--- src/hdl/cpld_rx_config.svh ---
// ==========================================================
// width and count macros for the cpld receive demultiplexer
// beat data, tag, dword count and destination count
// ==========================================================

`ifndef CPLD_RX_CONFIG_SVH
`define CPLD_RX_CONFIG_SVH

// ==========================================================
// beat fields
// ==========================================================

`define CPLD_DATA_W     64  // two dwords per beat
`define CPLD_TAG_W      8   // pcie tag field
`define CPLD_DCNT_W     12  // dword count of the completion

// ==========================================================
// routing
// ==========================================================

// dfk, uek and dpk classes, two channels each
`define CPLD_DEST_NUM   6

`endif

--- src/hdl/cpld_beat_pkg.sv ---
// ==========================================================
// beat field types of one cpld beat
// packed tag union with host and kernel views
// ==========================================================

`default_nettype none

`include "cpld_rx_config.svh"

package cpld_beat_pkg;

    typedef logic [`CPLD_DATA_W-1:0] data_t;  // one beat of payload
    typedef logic [`CPLD_TAG_W-1:0]  tag_t;   // completion tag
    typedef logic [`CPLD_DCNT_W-1:0] dcnt_t;  // dword count

    // ==========================================================
    // tag views
    // ==========================================================

    // host class tags, 1Yxxxxxx
    typedef struct packed {
        logic                   dpk;   // class flag, set for dpk
        logic                   chan;  // channel 0 or 1
        logic [`CPLD_TAG_W-3:0] idx;   // request index
    } tag_host_t;

    // kernel class tags, 0Y?Dxxxx
    typedef struct packed {
        logic                   dpk;   // class flag, clear here
        logic                   chan;  // channel 0 or 1
        logic                   rsvd;  // not decoded
        logic                   dfk;   // 1 for dfk, 0 for uek
        logic [`CPLD_TAG_W-5:0] idx;   // request index
    } tag_kernel_t;

    // the same tag word read in two ways, chosen by the dpk flag
    typedef union packed {
        tag_host_t   host_view;
        tag_kernel_t kernel_view;
    } cpld_tag_u;

endpackage

`default_nettype wire

--- src/hdl/cpld_route_pkg.sv ---
// ==========================================================
// destination enumeration of the cpld demultiplexer
// destination select vector type
// ==========================================================

`default_nettype none

`include "cpld_rx_config.svh"

package cpld_route_pkg;

    // ==========================================================
    // destinations
    // ==========================================================

    // values double as bit positions in dest_sel_t
    typedef enum logic [$clog2(`CPLD_DEST_NUM)-1:0] {
        DFK_C0 = 0,  // kernel read, channel 0
        DFK_C1 = 1,  // kernel read, channel 1
        UEK_C0 = 2,  // kernel read, channel 0
        UEK_C1 = 3,  // kernel read, channel 1
        DPK_C0 = 4,  // host read, channel 0
        DPK_C1 = 5   // host read, channel 1
    } dest_e;

    // ==========================================================
    // select vector
    // ==========================================================

    // one bit per destination, one-hot once a sop was seen
    typedef logic [`CPLD_DEST_NUM-1:0] dest_sel_t;

endpackage

`default_nettype wire

--- src/hdl/cpld_stream_if.sv ---
// ==========================================================
// registered cpld beat between the swap stage and the ports
// ==========================================================

`default_nettype none

interface cpld_stream_if;

    logic                  sop;   // start of packet
    logic                  eop;   // end of packet
    logic                  dvld;  // data valid
    cpld_beat_pkg::data_t  data;  // dword swapped payload
    cpld_beat_pkg::tag_t   tag;
    cpld_beat_pkg::dcnt_t  dcnt;

    // driven by the input register stage
    modport src (
        output sop, eop, dvld, data, tag, dcnt
    );

    // read by every destination port
    modport sink (
        input sop, eop, dvld, data, tag, dcnt
    );

endinterface

`default_nettype wire

--- src/hdl/cpld_dword_swap.sv ---
// ==========================================================
// input register stage of the cpld demultiplexer
// byte reversal inside each 32-bit dword of the data
// ==========================================================

`default_nettype none

`include "cpld_rx_config.svh"

module cpld_dword_swap (
    input  logic                 PCIE_CLK,
    input  logic                 PCIE_RST,
    input  logic                 in_sop,
    input  logic                 in_eop,
    input  logic                 in_dvld,
    input  cpld_beat_pkg::data_t in_data,
    input  cpld_beat_pkg::tag_t  in_tag,
    input  cpld_beat_pkg::dcnt_t in_dcnt,
    cpld_stream_if.src           beat
);

    localparam int DW_NUM = `CPLD_DATA_W / 32;  // dwords per beat

    cpld_beat_pkg::data_t data_swap;

    // byte 3 of each dword lands in byte 0 and so on
    always_comb begin
        for (int d = 0; d < DW_NUM; d++) begin
            for (int b = 0; b < 4; b++) begin
                data_swap[d*32 + b*8 +: 8] = in_data[d*32 + (3-b)*8 +: 8];
            end
        end
    end

    always_ff @(posedge PCIE_CLK or posedge PCIE_RST) begin
        if (PCIE_RST) begin
            beat.sop  <= 1'b0;
            beat.eop  <= 1'b0;
            beat.dvld <= 1'b0;
            beat.data <= '0;
            beat.tag  <= '0;
            beat.dcnt <= '0;
        end else begin
            beat.sop  <= in_sop;
            beat.eop  <= in_eop;
            beat.dvld <= in_dvld;
            beat.data <= data_swap;
            beat.tag  <= in_tag;   // tag and count pass unchanged
            beat.dcnt <= in_dcnt;
        end
    end

    // a packet can only end on a valid beat
    a_eop_has_dvld : assert property (
        @(posedge PCIE_CLK) disable iff (PCIE_RST) in_eop |-> in_dvld
    );

endmodule

`default_nettype wire

--- src/hdl/cpld_tag_router.sv ---
// ==========================================================
// destination select of the cpld demultiplexer
// tag decode at each sop, held until the next sop
// ==========================================================

`default_nettype none

module cpld_tag_router (
    input  logic                      PCIE_CLK,
    input  logic                      PCIE_RST,
    input  logic                      in_sop,
    input  cpld_beat_pkg::tag_t       in_tag,
    output cpld_route_pkg::dest_sel_t dest_sel
);

    cpld_beat_pkg::cpld_tag_u  tag_view;
    cpld_route_pkg::dest_sel_t sel_next;
    logic                      sop_seen;  // set by the first sop after reset

    assign tag_view = in_tag;

    // ==========================================================
    // tag decode
    // ==========================================================

    always_comb begin
        sel_next = '0;
        if (tag_view.host_view.dpk) begin
            // 1Yxxxxxx
            if (tag_view.host_view.chan) begin
                sel_next[cpld_route_pkg::DPK_C1] = 1'b1;
            end else begin
                sel_next[cpld_route_pkg::DPK_C0] = 1'b1;
            end
        end else if (tag_view.kernel_view.dfk) begin
            // 0Y?1xxxx
            if (tag_view.kernel_view.chan) begin
                sel_next[cpld_route_pkg::DFK_C1] = 1'b1;
            end else begin
                sel_next[cpld_route_pkg::DFK_C0] = 1'b1;
            end
        end else begin
            // 0Y?0xxxx, write tags 0Y0xxxxx end up here as well
            if (tag_view.kernel_view.chan) begin
                sel_next[cpld_route_pkg::UEK_C1] = 1'b1;
            end else begin
                sel_next[cpld_route_pkg::UEK_C0] = 1'b1;
            end
        end
    end

    // ==========================================================
    // select register
    // ==========================================================

    always_ff @(posedge PCIE_CLK or posedge PCIE_RST) begin
        if (PCIE_RST) begin
            dest_sel <= '0;
            sop_seen <= 1'b0;
        end else if (in_sop) begin
            dest_sel <= sel_next;  // same edge as the swap register
            sop_seen <= 1'b1;
        end
    end

    a_sel_onehot : assert property (
        @(posedge PCIE_CLK) disable iff (PCIE_RST) sop_seen |-> $onehot(dest_sel)
    );

endmodule

`default_nettype wire

--- src/hdl/cpld_dest_port.sv ---
// ==========================================================
// output register set of one cpld destination
// ==========================================================

`default_nettype none

module cpld_dest_port (
    input  logic                  PCIE_CLK,
    input  logic                  PCIE_RST,
    input  logic                  sel,
    cpld_stream_if.sink           beat,
    output logic                  sop,
    output logic                  eop,
    output logic                  dvld,
    output cpld_beat_pkg::data_t  data,
    output cpld_beat_pkg::tag_t   tag,
    output cpld_beat_pkg::dcnt_t  dcnt
);

    always_ff @(posedge PCIE_CLK or posedge PCIE_RST) begin
        if (PCIE_RST) begin
            sop  <= 1'b0;
            eop  <= 1'b0;
            dvld <= 1'b0;
            data <= '0;
            tag  <= '0;
            dcnt <= '0;
        end else begin
            sop  <= beat.sop  & sel;  // strobes only for this destination
            eop  <= beat.eop  & sel;
            dvld <= beat.dvld & sel;
            data <= beat.data;        // fields go to every port
            tag  <= beat.tag;
            dcnt <= beat.dcnt;
        end
    end

    // a sop beat always reaches the port with valid data
    a_sop_with_dvld : assert property (
        @(posedge PCIE_CLK) disable iff (PCIE_RST) sop |-> dvld
    );

endmodule

`default_nettype wire

--- src/hdl/cpld_rx_demux.sv ---
// ==========================================================
// top level of the cpld receive demultiplexer
// swap stage, tag router and six destination ports
// ==========================================================

`default_nettype none

module cpld_rx_demux (
    input  logic                 PCIE_CLK,
    input  logic                 PCIE_RST,
    // ==========================================================
    // incoming completions
    // ==========================================================
    input  logic                 dn_cpld_sop,
    input  logic                 dn_cpld_eop,
    input  cpld_beat_pkg::data_t dn_cpld_data,
    input  logic                 dn_cpld_dvld,
    input  cpld_beat_pkg::tag_t  dn_cpld_tag,
    input  cpld_beat_pkg::dcnt_t dn_cpld_dcnt,
    // ==========================================================
    // destinations
    // ==========================================================
    output logic                 dfk_c0_sop, dfk_c0_eop, dfk_c0_dvld,
    output cpld_beat_pkg::data_t dfk_c0_data,
    output cpld_beat_pkg::tag_t  dfk_c0_tag,
    output cpld_beat_pkg::dcnt_t dfk_c0_dcnt,
    output logic                 dfk_c1_sop, dfk_c1_eop, dfk_c1_dvld,
    output cpld_beat_pkg::data_t dfk_c1_data,
    output cpld_beat_pkg::tag_t  dfk_c1_tag,
    output cpld_beat_pkg::dcnt_t dfk_c1_dcnt,
    output logic                 uek_c0_sop, uek_c0_eop, uek_c0_dvld,
    output cpld_beat_pkg::data_t uek_c0_data,
    output cpld_beat_pkg::tag_t  uek_c0_tag,
    output cpld_beat_pkg::dcnt_t uek_c0_dcnt,
    output logic                 uek_c1_sop, uek_c1_eop, uek_c1_dvld,
    output cpld_beat_pkg::data_t uek_c1_data,
    output cpld_beat_pkg::tag_t  uek_c1_tag,
    output cpld_beat_pkg::dcnt_t uek_c1_dcnt,
    output logic                 dpk_c0_sop, dpk_c0_eop, dpk_c0_dvld,
    output cpld_beat_pkg::data_t dpk_c0_data,
    output cpld_beat_pkg::tag_t  dpk_c0_tag,
    output cpld_beat_pkg::dcnt_t dpk_c0_dcnt,
    output logic                 dpk_c1_sop, dpk_c1_eop, dpk_c1_dvld,
    output cpld_beat_pkg::data_t dpk_c1_data,
    output cpld_beat_pkg::tag_t  dpk_c1_tag,
    output cpld_beat_pkg::dcnt_t dpk_c1_dcnt
);

    cpld_route_pkg::dest_sel_t dest_sel;  // latched at sop
    cpld_stream_if             beat_if ();

    cpld_dword_swap u_swap (
        .PCIE_CLK (PCIE_CLK),     .PCIE_RST (PCIE_RST),
        .in_sop   (dn_cpld_sop),  .in_eop   (dn_cpld_eop),  .in_dvld (dn_cpld_dvld),
        .in_data  (dn_cpld_data), .in_tag   (dn_cpld_tag),  .in_dcnt (dn_cpld_dcnt),
        .beat     (beat_if)
    );

    // decodes the raw tag so the select is ready with the swapped beat
    cpld_tag_router u_router (
        .PCIE_CLK (PCIE_CLK), .PCIE_RST (PCIE_RST),
        .in_sop   (dn_cpld_sop), .in_tag (dn_cpld_tag),
        .dest_sel (dest_sel)
    );

    // ==========================================================
    // destination ports
    // ==========================================================

    cpld_dest_port u_dfk_c0 (
        .PCIE_CLK (PCIE_CLK), .PCIE_RST (PCIE_RST), .beat (beat_if),
        .sel  (dest_sel[cpld_route_pkg::DFK_C0]),
        .sop  (dfk_c0_sop),  .eop (dfk_c0_eop), .dvld (dfk_c0_dvld),
        .data (dfk_c0_data), .tag (dfk_c0_tag), .dcnt (dfk_c0_dcnt)
    );

    cpld_dest_port u_dfk_c1 (
        .PCIE_CLK (PCIE_CLK), .PCIE_RST (PCIE_RST), .beat (beat_if),
        .sel  (dest_sel[cpld_route_pkg::DFK_C1]),
        .sop  (dfk_c1_sop),  .eop (dfk_c1_eop), .dvld (dfk_c1_dvld),
        .data (dfk_c1_data), .tag (dfk_c1_tag), .dcnt (dfk_c1_dcnt)
    );

    cpld_dest_port u_uek_c0 (
        .PCIE_CLK (PCIE_CLK), .PCIE_RST (PCIE_RST), .beat (beat_if),
        .sel  (dest_sel[cpld_route_pkg::UEK_C0]),
        .sop  (uek_c0_sop),  .eop (uek_c0_eop), .dvld (uek_c0_dvld),
        .data (uek_c0_data), .tag (uek_c0_tag), .dcnt (uek_c0_dcnt)
    );

    cpld_dest_port u_uek_c1 (
        .PCIE_CLK (PCIE_CLK), .PCIE_RST (PCIE_RST), .beat (beat_if),
        .sel  (dest_sel[cpld_route_pkg::UEK_C1]),
        .sop  (uek_c1_sop),  .eop (uek_c1_eop), .dvld (uek_c1_dvld),
        .data (uek_c1_data), .tag (uek_c1_tag), .dcnt (uek_c1_dcnt)
    );

    cpld_dest_port u_dpk_c0 (
        .PCIE_CLK (PCIE_CLK), .PCIE_RST (PCIE_RST), .beat (beat_if),
        .sel  (dest_sel[cpld_route_pkg::DPK_C0]),
        .sop  (dpk_c0_sop),  .eop (dpk_c0_eop), .dvld (dpk_c0_dvld),
        .data (dpk_c0_data), .tag (dpk_c0_tag), .dcnt (dpk_c0_dcnt)
    );

    cpld_dest_port u_dpk_c1 (
        .PCIE_CLK (PCIE_CLK), .PCIE_RST (PCIE_RST), .beat (beat_if),
        .sel  (dest_sel[cpld_route_pkg::DPK_C1]),
        .sop  (dpk_c1_sop),  .eop (dpk_c1_eop), .dvld (dpk_c1_dvld),
        .data (dpk_c1_data), .tag (dpk_c1_tag), .dcnt (dpk_c1_dcnt)
    );

endmodule

`default_nettype wire

--- config.mk ---
export PLATFORM = sky130hd
export DESIGN_NAME = cpld_rx_demux
export DESIGN_NICKNAME = d
export VERILOG_FILES = /design/src/hdl/cpld_beat_pkg.sv /design/src/hdl/cpld_route_pkg.sv /design/src/hdl/cpld_stream_if.sv /design/src/hdl/cpld_dword_swap.sv /design/src/hdl/cpld_tag_router.sv /design/src/hdl/cpld_dest_port.sv /design/src/hdl/cpld_rx_demux.sv
export VERILOG_INCLUDE_DIRS = /design/src /design/src/hdl
export SDC_FILE = /design/constraint.sdc
export NUM_CORES = 1
export LEC_CHECK = 0
export BUFFER_PORTS_ARGS = -buffer_cell sky130_fd_sc_hd__buf_2
export CAP_MARGIN = 20
export CELL_PAD_IN_SITES_DETAIL_PLACEMENT = 1
export CELL_PAD_IN_SITES_GLOBAL_PLACEMENT = 1
export CORE_AREA = 2 2 236 238
export DETAILED_ROUTE_END_ITERATION = 10
export DIE_AREA = 0 0 238 240
export PLACE_DENSITY = 0.56
export SETUP_SLACK_MARGIN = 0.1
export SKIP_LAST_GASP = 1
export SLEW_MARGIN = 20
export SYNTH_ARGS = -nofsm -noshare
export SYNTH_HDL_FRONTEND = slang
export SYNTH_SLANG_ARGS = --single-unit
--- constraint.sdc ---
create_clock -name PCIE_CLK -period 7.43 [get_ports PCIE_CLK]
set_input_delay 2.229 -clock PCIE_CLK [delete_from_list [all_inputs] [get_ports PCIE_CLK]]
set_output_delay 2.229 -clock PCIE_CLK [all_outputs]
set_load 0.01 [all_outputs]
==> results.toml <==
[yosys]
synth.net_count = 741
synthXorXnorAreaFrac_pct = 0
synthSimpleGateAreaFrac_pct = 1.770
synth.yosys.seq_area_share_pct = 58.99
count_of_warnings_emitted_by_yosys = 0
ys_ff_latch = 195
synth_compound_area_share_pct = 0.6656
synthMuxAreaShare_pct = 0
post_synth_num_cell_types = 14
syn_avg_cell_area_um2 = 12.69
synth_adder_area_share_pct = 0
combinational_family_with_the_most_area_after_synthesis = "buffers and inverters"
postSynthCellCount = 652
netlist_area_um2 = 8272

[power_and_ir_drop]
power.density_nw_per_um2 = 243.7
cellLeakagePower_uw = 0.005110
ir_drop_uv = 161.6

[outcome]
run_status = "complete, no violations"

[critical_path]
worstSetupEndpointType = "primary output"
timing.critical_path.slowest_cell_delay_ns = 0.52
path_cells = "buf_2"
regToRegSetupSlack_ns = 6.66
worstPathRequired_ns = 5.20
critical_path.reg2reg.startpoint = "u_swap.beat.sop"
regToRegEndpoint = "u_dfk_c0.sop"
length_in_cells_of_the_worst_reg_to_reg_path = 1
crit_path_max_fanout = 6
critPathTopFamily = "flip-flops"
arrival_worst_endpoint_ns = 1.20
startpoint_type = "flop"
timing_worst_setup_path_type = "reg2out"
critical_path_buf_inv_count = 1
crit_slowest_cell = "dfrtp_1"

[min_path]
min_path_type = "reg2reg"
worstHoldPathCells = 0
hold_end = "u_dpk_c1.data[0]"
timing.hold.worst.start = "u_swap.beat.data[0]"

[sta]
tightest_slew_ns = 0.8757
share_of_the_clock_period_used_by_the_worst_path_pct = 46.14
max-slew-margin-rel_pct = 41.62
fin_worst_skew_ns = 0.009011
hold_viol = 0
drv_slew = 0
setup_total_negative_slack_ns = 0
setup-violations-final = 0
achievable-frequency_ghz = 0.2917
period_minus_slack_ns = 3.428
grt_setup_unrepaired = "no"

[finish]
final_net_count = 952
fillerInstances = 6425
layout-drive-gt1-share_pct = 74.09
postLayoutCellArea_um2 = 9639
antenna_cells_inserted = 0
areaGrowthSynthToFinish_pct = 16.53

[clock_tree]
tritoncts.num_buffers = 17
clock_path_buffers = 2
clk_latency_ns = 0.47
cts_resized = 0
clock_tree_from_tritoncts = "done"
clkSlewWorstSetupHoldPaths_ns = 0.08
cts_htree_levels = 4
buffer_type_at_the_clock_tree_root = "clkbuf_16"
postCtsHoldBufs = 0
cts.repair_timing.setup_buffer_count = 0
cts_num_sinks = 195

[route]
routedWlPerCell_um = 13.26
count_of_vias_placed_by_the_detailed_router = 4589
drt-total-wl_um = 20950
post_drt_via_cell_ratio = 2.904
route.detailed.drc = 0
drt_first_pass_iters = 4
first_iter_violations = 137
ant_nets = 0

[grt]
vias_in_the_first_global_route = 4135
grt_antenna_before_repair = 1
grt_start_max_net_pins = 71
grt_use_total_pct = 6.850
grt_pass1_wl_um = 27290
sum_of_overflow_across_all_layers_after_global_routing = 0

[floorplan]
floorplan.initialDensity_pct = 15.13
die_area_um2 = 57120
ioPinCount = 611
std_cell_rows = 86
floorplan.die.height_um = 240
die_width_um = 238
placeableCoreArea_um2 = 54660

[placement]
place_congestion = 0.6479
place_area_um2 = 9067
detailed_placement_wirelength_estimate_um = 16580
numPortBuffers = 610

[job]
drv.max_cap_violation_count = 0
## cell families after synthesis
group,Yosys count
compound gates,6
simple gates,23
flops,195
buf+inv,428
## per-stage QoR
step | instances | hold slack [ns] | util (%) | setup slack (ns) | total power, µW
2_1_floorplan | 652 | 0.3312 | - | 2.683 | 1435
3_3_place_gp | 1548 | 0.3318 | 16.59 | 4.247 | 1466
3_5_place_dp | 1548 | 0.3356 | 16.59 | 4.186 | 1471
4_1_cts | 1580 | 0.3474 | 17.63 | 3.906 | 2423
5_1_grt | 1580 | 0.3512 | 17.63 | 3.898 | 2481
6_report | 1580 | 0.3406 | 17.63 | 4.002 | 2349
## power breakdown
| part | total, µW | internal, µW | switching (µW) |
|---|---|---|---|
| logic | 278 | 115 | 163 |
| clock network | 910 | 445 | 464 |
| registers | 1160 | 1110 | 48.3 |
## metal layers
metal	GRT usage (%)	routed length, µm
met2	11.19	10320
met3	3.513	2289
met5	0	13
met1	7.384	7891
met4	3.163	425
## cell usage in the layout, fill, tap and decap left out, types with 2 or more instances in the layout
cell type,Yosys,layout
buf_2,0,610
dfrtp_1,195,195
and2_1,18,18
clkbuf_16,0,17
inv_1,7,6
clkinvlp_4,0,5
inv_8,0,4
inv_6,0,3
buf_4,420,3
o32ai_2,2,2
o22ai_1,2,2
clkinv_8,0,2
## how the worst max path moves through the flow
stage,start,to,slack (ns),cells after the start
2_1_floorplan,PCIE_RST,u_dfk_c0.dvld,2.68,1
3_3_place_gp,PCIE_RST,u_swap.beat.data[2],4.25,3
3_5_place_dp,PCIE_RST,u_swap.beat.data[40],4.19,3
4_1_cts,u_dpk_c1.tag[6],dpk_c1_tag[6],3.91,1
5_1_grt,u_dpk_c1.data[50],dfk_c0_data[50],3.90,1
6_report,u_dpk_c1.tag[6],dpk_c1_tag[6],4.00,1
## synth_stat cells
library cell | number | area (µm²)
o21ai_1 | 1 | 5.000
o21ai_0 | 1 | 5.000
buf_4 | 420 | 3153
dfrtp_1 | 195 | 4880
nand2b_1 | 1 | 6.260
inv_1 | 7 | 26.28
and2_1 | 18 | 112.6
nand3b_1 | 1 | 7.510
nand2b_2 | 1 | 8.760
buf_6 | 1 | 11.26
nand3_1 | 1 | 5.000
nand2_2 | 1 | 6.260
o32ai_2 | 2 | 32.53
o22ai_1 | 2 | 12.51
## cell type report
type / count / area (µm²) / share of cell area, %
multi-input cells: 29 / 201.4 / 2.090
repair buffers: 613 / 3075 / 31.91
well taps: 704 / 880.8 / 9.138
flip-flops and latches: 195 / 4880 / 50.62
inverters: 7 / 30.03 / 0.3115
clock inverters: 14 / 142.6 / 1.480
clock buffers: 18 / 429.2 / 4.452
## registers in the layout (all words and copies together) (netlist names), 6 cells and up
name	count
u_dpk_c1.dcnt	12
u_swap.beat.data	64
u_swap.beat.tag	8
u_dpk_c1.data	64
u_swap.beat.dcnt	12
u_dpk_c1.tag	8
u_router.dest_sel	6
No activity file was read; power rests on OpenSTA's default activity.
